**config.mk**
```make
export PLATFORM = sky130hd
export DESIGN_NAME = audio_mixer_top
export DESIGN_NICKNAME = d
export VERILOG_FILES = /design/src/source/audio_pkg.sv /design/src/source/fetch_if.sv /design/src/source/sample_fetch.sv /design/src/source/voice_bank.sv /design/src/source/voice_mixer.sv /design/src/source/pdm_dac.sv /design/src/source/audio_mixer_top.sv
export SDC_FILE = /design/constraint.sdc
export NUM_CORES = 1
export LEC_CHECK = 0
export BUFFER_PORTS_ARGS = -buffer_cell sky130_fd_sc_hd__buf_2
export CORE_ASPECT_RATIO = 0.8
export CORE_MARGIN = 4
export CORE_UTILIZATION = 56
export CTS_CLUSTER_SIZE = 30
export DETAILED_ROUTE_END_ITERATION = 8
export MAX_ROUTING_LAYER = met4
export PLACE_DENSITY = 0.76
export SLEW_MARGIN = 20
export SYNTH_ARGS = -nofsm -noshare
export SYNTH_HDL_FRONTEND = slang
export SYNTH_SLANG_ARGS = --single-unit
```
**constraint.sdc**
```tcl
create_clock -name clk -period 5.8 [get_ports clk]
set_clock_uncertainty 0.05 [all_clocks]
set_input_delay 1.16 -clock clk [delete_from_list [all_inputs] [get_ports clk]]
set_output_delay 1.16 -clock clk [all_outputs]
set_load 0.03 [all_outputs]
```
**src/source/audio_pkg.sv**
```systemverilog
// audio mixer package with channel defaults, field widths and sample, word and level types

package audio_pkg;

    // channel count default, the top level may override it
    localparam int AUDIO_NCHAN = 4;
    // channel index width for the default count, modules rederive it from NCHAN
    localparam int CHAN_W      = $clog2(AUDIO_NCHAN);

    localparam int ADDR_W      = 16;        // memory word address
    localparam int PERIOD_W    = 15;        // counters carry one extra underflow bit
    localparam int LEN_W       = 15;        // loop length in words, minus one
    localparam int VOL_W       = 7;         // unsigned volume
    localparam int DAC_W       = 8;         // pdm level

    typedef logic signed [7:0]       sample_t;  // one signed 8-bit sample
    typedef logic [15:0]             word_t;    // high byte plays first
    typedef logic [ADDR_W-1:0]       addr_t;
    typedef logic [DAC_W-1:0]        level_t;   // unsigned, 8'h80 is silence

endpackage

```
**src/source/fetch_if.sv**
```systemverilog
// buffer fill link between the voice bank and the sample fetcher
`timescale 1ns/1ps

interface fetch_if #(
    parameter int NCHAN  = audio_pkg::AUDIO_NCHAN,
    parameter int ADDR_W = audio_pkg::ADDR_W
);
    import audio_pkg::*;

    localparam int CHAN_W = (NCHAN > 1) ? $clog2(NCHAN) : 1;

    logic [NCHAN-1:0]             need_fill;    // channel buffer empty
    logic [NCHAN-1:0][ADDR_W-1:0] addr;         // next word address per channel
    logic                         fill_valid;   // one-cycle store strobe
    logic [CHAN_W-1:0]            fill_chan;
    word_t                        fill_word;

    modport bank (
        output need_fill,
        output addr,
        input  fill_valid,
        input  fill_chan,
        input  fill_word
    );

    modport fetcher (
        input  need_fill,
        input  addr,
        output fill_valid,
        output fill_chan,
        output fill_word
    );

endinterface

```
**src/source/sample_fetch.sv**
```systemverilog
// round-robin fetcher, one memory word per empty channel buffer over a req/ack port
`timescale 1ns/1ps

module sample_fetch #(
    parameter int NCHAN  = audio_pkg::AUDIO_NCHAN,
    parameter int ADDR_W = audio_pkg::ADDR_W
) (
    input  logic              clk,
    input  logic              reset_i,
    input  logic              enable_i,
    fetch_if.fetcher          fill,
    output logic              mem_req_o,
    output logic [ADDR_W-1:0] mem_addr_o,
    input  logic              mem_ack_i,
    input  audio_pkg::word_t  mem_word_i
);

    localparam int CHAN_W = (NCHAN > 1) ? $clog2(NCHAN) : 1;

    typedef enum logic [1:0] {
        PH_DMA,                             // present address, request if empty
        PH_READ,                            // wait for ack
        PH_NEXT                             // step to next channel
    } phase_t;

    phase_t            phase;
    logic [CHAN_W-1:0] chan;                // channel being visited
    logic              fill_ok;             // fetched word still wanted

    // a restart or disable during the read moves the channel on, so its word is dropped
    assign fill_ok = fill.need_fill[chan] && (fill.addr[chan] == mem_addr_o);

    assign fill.fill_valid = (phase == PH_READ) && mem_ack_i && fill_ok;
    assign fill.fill_chan  = chan;
    assign fill.fill_word  = mem_word_i;    // sampled by the bank in the ack cycle

    always_ff @(posedge clk) begin
        if (reset_i) begin
            phase     <= PH_DMA;
            chan      <= '0;
            mem_req_o <= 1'b0;
        end else begin
            case (phase)
                PH_DMA: begin
                    mem_addr_o <= fill.addr[chan];              // latched for the whole read
                    if (enable_i && fill.need_fill[chan]) begin
                        mem_req_o <= 1'b1;
                        phase     <= PH_READ;
                    end else begin
                        phase     <= PH_NEXT;                   // idle channel, 2 cycles
                    end
                end
                PH_READ: begin
                    if (mem_ack_i) begin
                        mem_req_o <= 1'b0;                      // falls right after ack
                        phase     <= PH_NEXT;
                    end
                end
                PH_NEXT: begin
                    if (chan == CHAN_W'(NCHAN - 1)) begin
                        chan <= '0;                             // wrap, also for odd counts
                    end else begin
                        chan <= chan + 1'b1;
                    end
                    phase <= PH_DMA;
                end
                default: begin
                    phase <= PH_DMA;
                end
            endcase
        end
    end

endmodule

```
**src/source/voice_bank.sv**
```systemverilog
// per-channel voices with period and length counters, word buffers and current samples
`timescale 1ns/1ps

module voice_bank #(
    parameter int NCHAN  = audio_pkg::AUDIO_NCHAN,
    parameter int ADDR_W = audio_pkg::ADDR_W
) (
    input  logic                                    clk,
    input  logic                                    reset_i,
    input  logic                                    enable_i,
    input  logic [NCHAN-1:0][audio_pkg::PERIOD_W-1:0] period_i,
    input  logic [NCHAN-1:0][ADDR_W-1:0]            start_i,
    input  logic [NCHAN-1:0][audio_pkg::LEN_W-1:0]  len_i,
    input  logic [NCHAN-1:0]                        restart_i,
    output logic [NCHAN-1:0]                        reload_o,
    fetch_if.bank                                   fill,
    output logic [NCHAN-1:0][7:0]                   sample_vec_o
);
    import audio_pkg::*;

    localparam int CHAN_W = (NCHAN > 1) ? $clog2(NCHAN) : 1;

    logic [NCHAN-1:0][PERIOD_W:0] per_cnt;  // msb set means period expired
    logic [NCHAN-1:0][LEN_W:0]    len_cnt;  // words left after this one, msb forces reload
    logic [NCHAN-1:0][ADDR_W-1:0] addr_q;   // address of the word to fetch next
    word_t                        word_q [NCHAN];
    logic [NCHAN-1:0]             word_ok;  // buffer holds a fresh word
    logic [NCHAN-1:0]             second;   // next sample is the low byte
    sample_t                      val_q [NCHAN];
    logic [NCHAN-1:0]             tick;     // sample event
    logic [NCHAN-1:0]             last_word;

    always_comb begin
        for (int i = 0; i < NCHAN; i++) begin
            tick[i]         = per_cnt[i][PERIOD_W];
            last_word[i]    = len_cnt[i][LEN_W] || (len_cnt[i][LEN_W-1:0] == '0);
            sample_vec_o[i] = val_q[i];
        end
    end

    assign fill.need_fill = ~word_ok;
    assign fill.addr      = addr_q;

    always_ff @(posedge clk) begin
        if (reset_i) begin
            per_cnt  <= '1;                                 // expired
            len_cnt  <= '0;
            addr_q   <= '0;
            word_ok  <= '0;
            second   <= '0;
            reload_o <= '0;
            for (int i = 0; i < NCHAN; i++) begin
                val_q[i] <= '0;
            end
        end else begin
            for (int i = 0; i < NCHAN; i++) begin
                reload_o[i] <= 1'b0;                        // strobe
                per_cnt[i]  <= per_cnt[i] - 1'b1;

                if (fill.fill_valid && (fill.fill_chan == CHAN_W'(i))) begin
                    word_q[i]  <= fill.fill_word;
                    word_ok[i] <= 1'b1;
                end

                if (tick[i]) begin
                    // loading period-1 gives an event every period+1 cycles
                    per_cnt[i] <= {1'b0, period_i[i]} - 1'b1;
                    second[i]  <= ~second[i];
                    val_q[i]   <= second[i] ? word_q[i][7:0] : word_q[i][15:8];
                    if (second[i]) begin
                        word_ok[i] <= 1'b0;                 // word used up, stale if not refilled
                        if (last_word[i]) begin
                            addr_q[i]   <= start_i[i];      // loop back
                            len_cnt[i]  <= {1'b0, len_i[i]};
                            reload_o[i] <= 1'b1;
                        end else begin
                            addr_q[i]   <= addr_q[i] + 1'b1;
                            len_cnt[i]  <= len_cnt[i] - 1'b1;
                        end
                    end
                end

                if (restart_i[i]) begin
                    per_cnt[i][PERIOD_W] <= 1'b1;           // event next cycle
                    len_cnt[i][LEN_W]    <= 1'b1;           // and it reloads
                    second[i]            <= 1'b1;
                    word_ok[i]           <= 1'b0;
                    addr_q[i]            <= start_i[i];     // fetch from start right away
                end

                // idle voices sit at the top of the loop, first sample one period after enable
                if (!enable_i) begin
                    per_cnt[i]  <= {1'b0, period_i[i]} - 1'b1;
                    len_cnt[i]  <= {1'b0, len_i[i]};
                    addr_q[i]   <= start_i[i];
                    second[i]   <= 1'b0;                    // high byte first
                    word_ok[i]  <= 1'b0;
                    reload_o[i] <= 1'b0;
                end
            end
        end
    end

endmodule

```
**src/source/voice_mixer.sv**
```systemverilog
// channel scan with stereo volume multiply-accumulate, clamp and unsigned level output
`timescale 1ns/1ps

module voice_mixer #(
    parameter int NCHAN = audio_pkg::AUDIO_NCHAN
) (
    input  logic                                 clk,
    input  logic                                 reset_i,
    input  logic [NCHAN-1:0][7:0]                sample_vec_i,
    input  logic [NCHAN-1:0][audio_pkg::VOL_W-1:0] vol_l_i,
    input  logic [NCHAN-1:0][audio_pkg::VOL_W-1:0] vol_r_i,
    output audio_pkg::level_t                    level_l_o,
    output audio_pkg::level_t                    level_r_o
);
    import audio_pkg::*;

    localparam int IDX_W = $clog2(NCHAN + 1);
    // 16-bit product sum plus guard bits, so full scale on every channel clamps instead of wrapping
    localparam int ACC_W = 16 + $clog2(NCHAN);
    localparam int SUM_W = ACC_W - 6;

    logic [IDX_W-1:0]        mix_idx;       // 0..NCHAN, NCHAN is the terminal step
    logic                    mix_clr;       // clear accumulators
    sample_t                 smp_q;
    logic signed [VOL_W:0]   vol_l_q;       // zero-extended, always positive
    logic signed [VOL_W:0]   vol_r_q;
    logic signed [15:0]      prod_l;
    logic signed [15:0]      prod_r;
    logic signed [ACC_W-1:0] acc_l;
    logic signed [ACC_W-1:0] acc_r;
    logic signed [ACC_W-1:0] sum_l;         // includes the product of this cycle
    logic signed [ACC_W-1:0] sum_r;

    function automatic level_t to_level(input logic signed [SUM_W-1:0] s);
        level_t lv;
        if (s < -128) begin
            lv = '0;
        end else if (s > 127) begin
            lv = '1;
        end else begin
            lv = {~s[7], s[6:0]};           // offset binary
        end
        return lv;
    endfunction

    assign prod_l = smp_q * vol_l_q;
    assign prod_r = smp_q * vol_r_q;
    assign sum_l  = acc_l + prod_l;
    assign sum_r  = acc_r + prod_r;

    always_ff @(posedge clk) begin
        if (reset_i) begin
            mix_idx   <= '0;
            mix_clr   <= 1'b1;
            level_l_o <= '0;
            level_r_o <= '0;
        end else begin
            if (mix_idx == IDX_W'(NCHAN)) begin
                mix_idx   <= '0;
                mix_clr   <= 1'b1;
                // last channel product lands here, hence sum rather than acc
                level_l_o <= to_level(sum_l[ACC_W-1:6]);
                level_r_o <= to_level(sum_r[ACC_W-1:6]);
            end else begin
                mix_idx   <= mix_idx + 1'b1;
                mix_clr   <= 1'b0;
                smp_q     <= sample_vec_i[mix_idx];
                vol_l_q   <= {1'b0, vol_l_i[mix_idx]};
                vol_r_q   <= {1'b0, vol_r_i[mix_idx]};
            end
        end
    end

    always_ff @(posedge clk) begin
        if (reset_i || mix_clr) begin
            acc_l <= '0;
            acc_r <= '0;
        end else begin
            acc_l <= sum_l;
            acc_r <= sum_r;
        end
    end

endmodule

```
**src/source/pdm_dac.sv**
```systemverilog
// first-order pulse density modulator, ones per 256 cycles track the level
`timescale 1ns/1ps

module pdm_dac #(
    parameter int WIDTH = audio_pkg::DAC_W
) (
    input  logic             clk,
    input  logic             reset_i,
    input  logic [WIDTH-1:0] level_i,
    output logic             pulse_o
);

    logic [WIDTH-1:0] acc;                  // error accumulator
    logic [WIDTH:0]   sum;                  // msb is the carry out

    assign sum = {1'b0, acc} + {1'b0, level_i};

    always_ff @(posedge clk) begin
        if (reset_i) begin
            acc     <= '0;
            pulse_o <= 1'b0;
        end else begin
            acc     <= sum[WIDTH-1:0];
            pulse_o <= sum[WIDTH];          // registered carry drives the pin
        end
    end

endmodule

```
**src/source/audio_mixer_top.sv**
```systemverilog
// sample playback mixer top level with fetcher, voices, stereo mixer and pdm outputs
`timescale 1ns/1ps

module audio_mixer_top #(
    parameter int NCHAN  = audio_pkg::AUDIO_NCHAN,
    parameter int ADDR_W = audio_pkg::ADDR_W
) (
    input  logic                                    clk,
    input  logic                                    reset_i,
    input  logic                                    audio_enable_i,
    input  logic [NCHAN-1:0][audio_pkg::VOL_W-1:0]  vol_l_i,
    input  logic [NCHAN-1:0][audio_pkg::VOL_W-1:0]  vol_r_i,
    input  logic [NCHAN-1:0][audio_pkg::PERIOD_W-1:0] period_i,
    input  logic [NCHAN-1:0][ADDR_W-1:0]            start_i,
    input  logic [NCHAN-1:0][audio_pkg::LEN_W-1:0]  len_i,
    input  logic [NCHAN-1:0]                        restart_i,
    output logic [NCHAN-1:0]                        reload_o,
    output logic                                    mem_req_o,
    output logic [ADDR_W-1:0]                       mem_addr_o,
    input  logic                                    mem_ack_i,
    input  audio_pkg::word_t                        mem_word_i,
    output logic                                    pdm_l_o,
    output logic                                    pdm_r_o
);
    import audio_pkg::*;

    logic [NCHAN-1:0][7:0] sample_vec;      // current sample per channel
    level_t                level_l;
    level_t                level_r;

    fetch_if #(.NCHAN(NCHAN), .ADDR_W(ADDR_W)) fill ();

    sample_fetch #(.NCHAN(NCHAN), .ADDR_W(ADDR_W)) u_fetch (
        .clk        (clk),
        .reset_i    (reset_i),
        .enable_i   (audio_enable_i),
        .fill       (fill.fetcher),
        .mem_req_o  (mem_req_o),
        .mem_addr_o (mem_addr_o),
        .mem_ack_i  (mem_ack_i),
        .mem_word_i (mem_word_i)
    );

    voice_bank #(.NCHAN(NCHAN), .ADDR_W(ADDR_W)) u_bank (
        .clk          (clk),
        .reset_i      (reset_i),
        .enable_i     (audio_enable_i),
        .period_i     (period_i),
        .start_i      (start_i),
        .len_i        (len_i),
        .restart_i    (restart_i),
        .reload_o     (reload_o),
        .fill         (fill.bank),
        .sample_vec_o (sample_vec)
    );

    voice_mixer #(.NCHAN(NCHAN)) u_mix (
        .clk          (clk),
        .reset_i      (reset_i),
        .sample_vec_i (sample_vec),
        .vol_l_i      (vol_l_i),
        .vol_r_i      (vol_r_i),
        .level_l_o    (level_l),
        .level_r_o    (level_r)
    );

    pdm_dac #(.WIDTH(DAC_W)) dac_l (
        .clk     (clk),
        .reset_i (reset_i),
        .level_i (level_l),
        .pulse_o (pdm_l_o)
    );

    pdm_dac #(.WIDTH(DAC_W)) dac_r (
        .clk     (clk),
        .reset_i (reset_i),
        .level_i (level_r),
        .pulse_o (pdm_r_o)
    );

endmodule

```
* Yosys cells after proc, flatten, opt, wreduce, memory -nomap -nowiden *
Memories as Yosys holds them, arrays and structs flattened.
Cells that the tools add are included.

storage, ports and cells
  register bits after elaboration = 321
  memory bits (writable) = 96
  input port bits = 264
  output and inout bits = 23
  word-level logic and storage cells = 317
  memories = 2

memories
  name           words  bits a word  rd ports  clocked after Yosys merged registers in  write ports  line              source
  u_bank.word_q  4      16           4         0                                        1            voice_bank.sv:26  word_t word_q [NCHAN];
  u_bank.val_q   4      8            4         0                                        4            voice_bank.sv:29  sample_t val_q [NCHAN];

cells by class
  add/subtract/negate cells = 22
  $mul = 2
  $lt $le $gt $ge = 6
  equality and inequality tests = 25
  multiplexer cells = 141
  bitwise logic cells = 18
  reduce and logical (&&, ||, !) cells = 56

operator list
  kind                                                                               count
  16-bit two-way mux                                                                 44
  16-bit by 1-bit subtractor with 16-bit output (second input constant)              8
  8-bit two-way mux                                                                  13
  1-bit two-way mux                                                                  65
  16-bit by 1-bit adder with 16-bit output (second input constant)                   4
  15-bit by 1-bit subtractor with 16-bit output (second input constant)              4
  15-bit zero test                                                                   4
  15-bit two-way mux                                                                 4
  16-bit OR reduction                                                                3
  18-bit by 16-bit adder with 18-bit output                                          2
  16-bit binary-select mux with 2-bit select                                         1
  8-bit by 8-bit multiplier with 16-bit output                                       2
  7-bit binary-select mux with 2-bit select                                          2
  2-bit AND reduction                                                                14
  12-bit by 8-bit greater-than comparator with 1-bit output (second input constant)  2
  12-bit by 8-bit < comparator with 1-bit output (second input constant)             2
  3-bit by 1-bit inequality test with 1-bit output (second input constant)           8
  8-bit by 8-bit adder with 9-bit output                                             2
  2-bit by 1-bit inequality test with 1-bit output (second input constant)           9
  2-bit nonzero test                                                                 9
  8-bit binary-select mux with 2-bit select                                          1
  16-bit equality test                                                               1
  4-bit OR reduction                                                                 4
  7-bit two-way mux                                                                  2
  21 further kinds                                                                   60

* Logic depth before layout (Yosys ltp) *
  depth in word-level cells = 13
  depth in mapped cells = 20
  depth with buffers taken out = 19

* Cells and area by module *
A second synthesis with hierarchy kept.

unflattened totals
  cell total of the unflattened synthesis = 3007
  area, all modules = 28075.7 µm²

modules (own cells, without submodules)
  module        times used  cells an instance  area an instance (µm²)  seq. area each (µm²)
  voice_bank    1           1843               16181.8                 6966.7
  voice_mixer   1           928                9222.6                  1781.7
  sample_fetch  1           114                1510.2                  580.6
  pdm_dac       2           61                 580.6                   180.2

* Worst setup path after synthesis *
Ideal clock, no wire load.

  kind = register to register
  start = register u_mix.vol_l_q[0]
  end = register u_mix.level_l_o[6]
  library setup time = 79 ps
  arrival time = 5235 ps
  data required time = 5671 ps
  setup slack = 435 ps
  cell stages (with the launch flop) = 19
  path buffers = 0
  clock period less this slack = 5365 ps
  path through = edfxtp_1 > and2_1 > inv_1 > fa_1 > inv_1 > fa_1 > fa_1 > inv_1 > fa_1 > inv_1 > ha_1 > a21o_1 > a221oi_2 > o21ai_0 > a21oi_1 > xor2_1 > or2_2 > o41a_1 > a22oi_1

between the ends
  word-level cells in the longest chain between the ends = 5
  elaborated cells on any way between the ends = 6
  classes of those cells = add/sub: 1; mul: 1; order compare: 2; mux: 2

ends and longest elaborated chain
  what                                                       line               source
  start: declaration                                         voice_mixer.sv:25  logic signed [VOL_W:0] vol_l_q;
  start signal: assignment                                   voice_mixer.sv:68  vol_l_q <= {1'b0, vol_l_i[mix_idx]};
  8-bit by 8-bit multiplier with 16-bit output *             voice_mixer.sv:46  assign prod_l = smp_q * vol_l_q;
  18-bit by 16-bit adder with 18-bit output *                voice_mixer.sv:48  assign sum_l = acc_l + prod_l;
  12-bit by 8-bit greater-than comparator with 1-bit output  voice_mixer.sv:38  end else if (s > 127) begin
  8-bit two-way mux                                          voice_mixer.sv:38
  8-bit two-way mux *                                        voice_mixer.sv:36  if (s < -128) begin
  end signal: assignment                                     voice_mixer.sv:62  level_l_o <= to_level(sum_l[ACC_W-1:6]);
  end: declaration                                           voice_mixer.sv:12  output audio_pkg::level_t level_l_o,

Every way passes the cells marked *; elsewhere a longest branch is shown, timed or not.
A chain may end at the register's enable or synchronous reset.

* Final worst setup path *
  start = register u_mix.smp_q[7]
  end = register u_mix.level_r_o[5]

between the ends
  word-level cells in the longest chain between the ends = 5
  elaborated cells on any way between the ends = 6
  classes of those cells = add/sub: 1; mul: 1; order compare: 2; mux: 2

ends and longest elaborated chain
  what                                                       line               source
  start: declaration                                         voice_mixer.sv:24  sample_t smp_q;
  start signal: assignment                                   voice_mixer.sv:67  smp_q <= sample_vec_i[mix_idx];
  8-bit by 8-bit multiplier with 16-bit output *             voice_mixer.sv:47  assign prod_r = smp_q * vol_r_q;
  18-bit by 16-bit adder with 18-bit output *                voice_mixer.sv:49  assign sum_r = acc_r + prod_r;
  12-bit by 8-bit greater-than comparator with 1-bit output  voice_mixer.sv:38
  8-bit two-way mux                                          voice_mixer.sv:38
  8-bit two-way mux *                                        voice_mixer.sv:36
  end signal: assignment                                     voice_mixer.sv:63  level_r_o <= to_level(sum_r[ACC_W-1:6]);
  end: declaration                                           voice_mixer.sv:13  output audio_pkg::level_t level_r_o

Marked as above.

==> reports/summary.txt <==
outcome: completed
Async SR Flop Fraction: 0%
Synth Area in Adders: 15.7%
max-slew violations: 0
LEAKAGE: 13.1 nW
Crit path arrival time: 5960 ps
htree depth: 2
vias in the first global route: 22.2k
main flop type after synthesis: dfxtp_1
Syn Area/Cell: 9.10 um2
first-pass GRT wire length: 113 mm
unrepaired setup endpoints after global routing: false
main combinational cell family by area after synthesis: simple AND/OR/NAND/NOR gates
hold bufs inserted after CTS: 0
cts bufs inserted: 44
CP startpoint kind: flop
setup TNS: 0 ps
fmax: 182 MHz
Starting Density: 57.2%
CTS resizes: 0
hold crit path type: reg -> reg
total congestion overflow: 0
Post-synth EDFFs: 134
clock sinks: 417
Vias: 22.5k
die width: 254 um
TritonRoute pass-1 iters: 6
kind of critical path: reg -> reg
vias per cell: 5.81
initial antenna violation count: 9
Yosys reg bits: 417
Compound-Gate Fraction of Synth Area: 13.5%
Yosys top cell area share: 20.9%
fillcell total: 3833
Antenna Violating Nets Remaining: 0
RePlAce Congestion: 0.946
Max Root-Sink Buffers: 3
mux cell area share after synthesis: 4.96%
Synth Area in XOR/XNOR: 4.48%
Worst slew margin: 29.2%
share of post-route cells with drive strength above 1: 14.0%
max-cap viol count: 0
Yosys warnings: 0
worst vdd rail ir drop: 460 uV
Synth top cells by count: nor2_1 (329), dfxtp_1 (283), inv_1 (281), nand2_1 (239), a21oi_1 (198)
Synth Area in Simple Gates: 19.9%
CP Capture Type: flop
worst slew pin tran: 1060 ps
core footprint: 0.0475 mm2
Final nets: 3736
Clock Latency Late Sink: 590 ps
Mapped Nets: 3506
# port buffers: 286
DRC Markers: 0
CTS tree: built
hold_sp: u_mix.level_r_o[3]
die area: 0.0521 mm2
chip height: 205 um
Row Count: 71
top cells by area, synth: dfxtp_1 (21%), edfxtp_1 (15%), fa_1 (10%), ha_1 (5.2%), nor2_1 (4.5%)
Final setup viols: 0
min Tclk post-route: 5510 ps
Cell Count Post-Placement: 3786
Root Buffer: clkbuf_16
post-CTS setup buffers: 0
register area: 0.00969 mm2
footprint of the multi-input gates: 0.0159 mm2
Setup crit start: u_mix.smp_q[7]
cells after synthesis: 2986
Global Route Usage Sum: 27.6%
clock slew at reported path FFs: 60 ps
final worst-path cycle share: 94.9%
DP Wirelength: 52.7 mm
Hold Fails Final Rpt: 0
post-synthesis sequential area ratio: 35.7%
DR WL/cell: 18.3 um
area leader, netlist: dfxtp_1
largest net degree at the start of global routing: 64
Unique masters post-synth: 83
Layout area overhead: 12.4%
non-filler cells in the finished layout: 3876
Routed WL: 71.0 mm
DR iter-0 viols: 1761
r2r startpoint: u_mix.smp_q[7]
most frequent cell after synthesis: nor2_1
Required @ worst endpoint: 6250 ps
P per Cell Area: 463 mW/mm2
Syn Std Cell Area: 0.0272 mm2
IO Pins: 287
Crit Path Max Fanout: 7
cell type report:
cell class / instances / share of cell area, %
antenna: 9 / 0.0737
multi-input combinational: 2163 / 52.1
sequential: 417 / 31.7
timing repair buffer: 309 / 5.34
tap: 620 / 2.54
clock inverter: 20 / 0.733
inverter: 281 / 3.45
clock buffer: 57 / 4.00
through the flow:
stage          setup slack (ps)  hold WS, ps  cell area [um2]  utilization, %  power (mW)
6_report                    294          411            30500            64.3        14.1
5_1_grt                    9.67          436            30500            64.3        15.3
4_1_cts                     212          419            30500            64.1        14.1
3_5_place_dp                260          406            29000            61.0        11.2
3_3_place_gp                397          405            29000            61.0        10.9
2_1_floorplan               435          376            27200               -        9.42
sequential cells by signal, indices dropped and copies added, names as in the netlist, 2 cells and up:
register and cells:
u_mix.vol_l_q 7, u_bank.word_q 64, u_bank.second 4, u_bank.reload_o 4, u_mix.acc_l 18, u_mix.vol_r_q 7, u_mix.acc_r 18, u_bank.word_ok 4
u_bank.len_cnt 64, u_mix.mix_idx 3, u_fetch.phase 2, u_fetch.mem_addr_o 16, u_mix.smp_q 8, u_bank.val_q 32, dac_r.acc 8, u_bank.per_cnt 64
u_mix.level_r_o 8, u_mix.level_l_o 8, u_bank.fill.addr 64, u_fetch.fill.fill_chan 2, dac_l.acc 8
placed cells by master, fill, tap and decap left out, types with 22 or more instances in the layout:
master     instances
nand3_1           55
nor3_1            91
dfxtp_1          280
nor4_1            45
or3_1             34
and2_1           108
o21ai_0          172
a21oi_1          198
clkbuf_16         45
edfxtp_1         134
mux2i_1           41
nor3b_1           36
a22oi_1           27
xnor2_1           81
a21o_1            32
buf_4             22
and3_1            29
or2_2             22
inv_1            281
fa_1             142
nand2_1          239
buf_2            285
xor2_1            58
nand2b_1          53
ha_1             114
nor2_1           327
mux4_2            26
critical path, cell delays in order, from the launching register on:
cell	delay, ps
edfxtp_1	470
buf_4	200
and2_1	220
fa_1	520
fa_1	520
fa_1	560
inv_1	50
fa_1	470
inv_1	40
ha_1	320
a21o_1	190
o21ai_0	270
o2111ai_1	250
a2111o_1	420
and3b_1	220
a311oi_4	360
nor2_1	100
o21ai_0	170
path summary, 6_finish.rpt:
check	to	slack, ps	depth (start not counted)
setup / recovery	u_mix.level_r_o[5]	290	17
setup reg to reg	u_mix.level_r_o[5]	290	17
hold reg to reg	u_mix.level_r_o[3]	410	2
hold / removal	u_mix.level_r_o[3]	410	2
metal layers:
metal / share of wire, % / global-route usage [%] / vias to the layer above / wire [um]
met1: 43 / 36.2 / 10888 / 30300
met3: 6.9 / 4.80 / 122 / 4910
met4: 2.5 / 8.38 / 0 / 1800
li1: - / - / 10748 / -
met5: 0 / - / - / 0
met2: 48 / 44.4 / 743 / 34000
power breakdown:
group,internal (mW),total (mW),switching (mW)
sequential,3.33,3.64,0.313
clock,1.63,2.88,1.24
combinational,3.14,7.61,4.47
kinds of logic (layout without fill, tap and decap cells):
kind of cell | after synthesis | in the layout
adder cells (fa/ha/maj) | 256 | 256
other | 0 | 9
AND/OR/NAND/NOR | 1100 | 1100
flip-flops | 417 | 417
buffers and inverters | 406 | 667
AO/OA/AOI/OAI | 587 | 587
XOR/XNOR | 139 | 139
multiplexers | 81 | 81
Note: power is estimated with default switching activity, not from simulation.
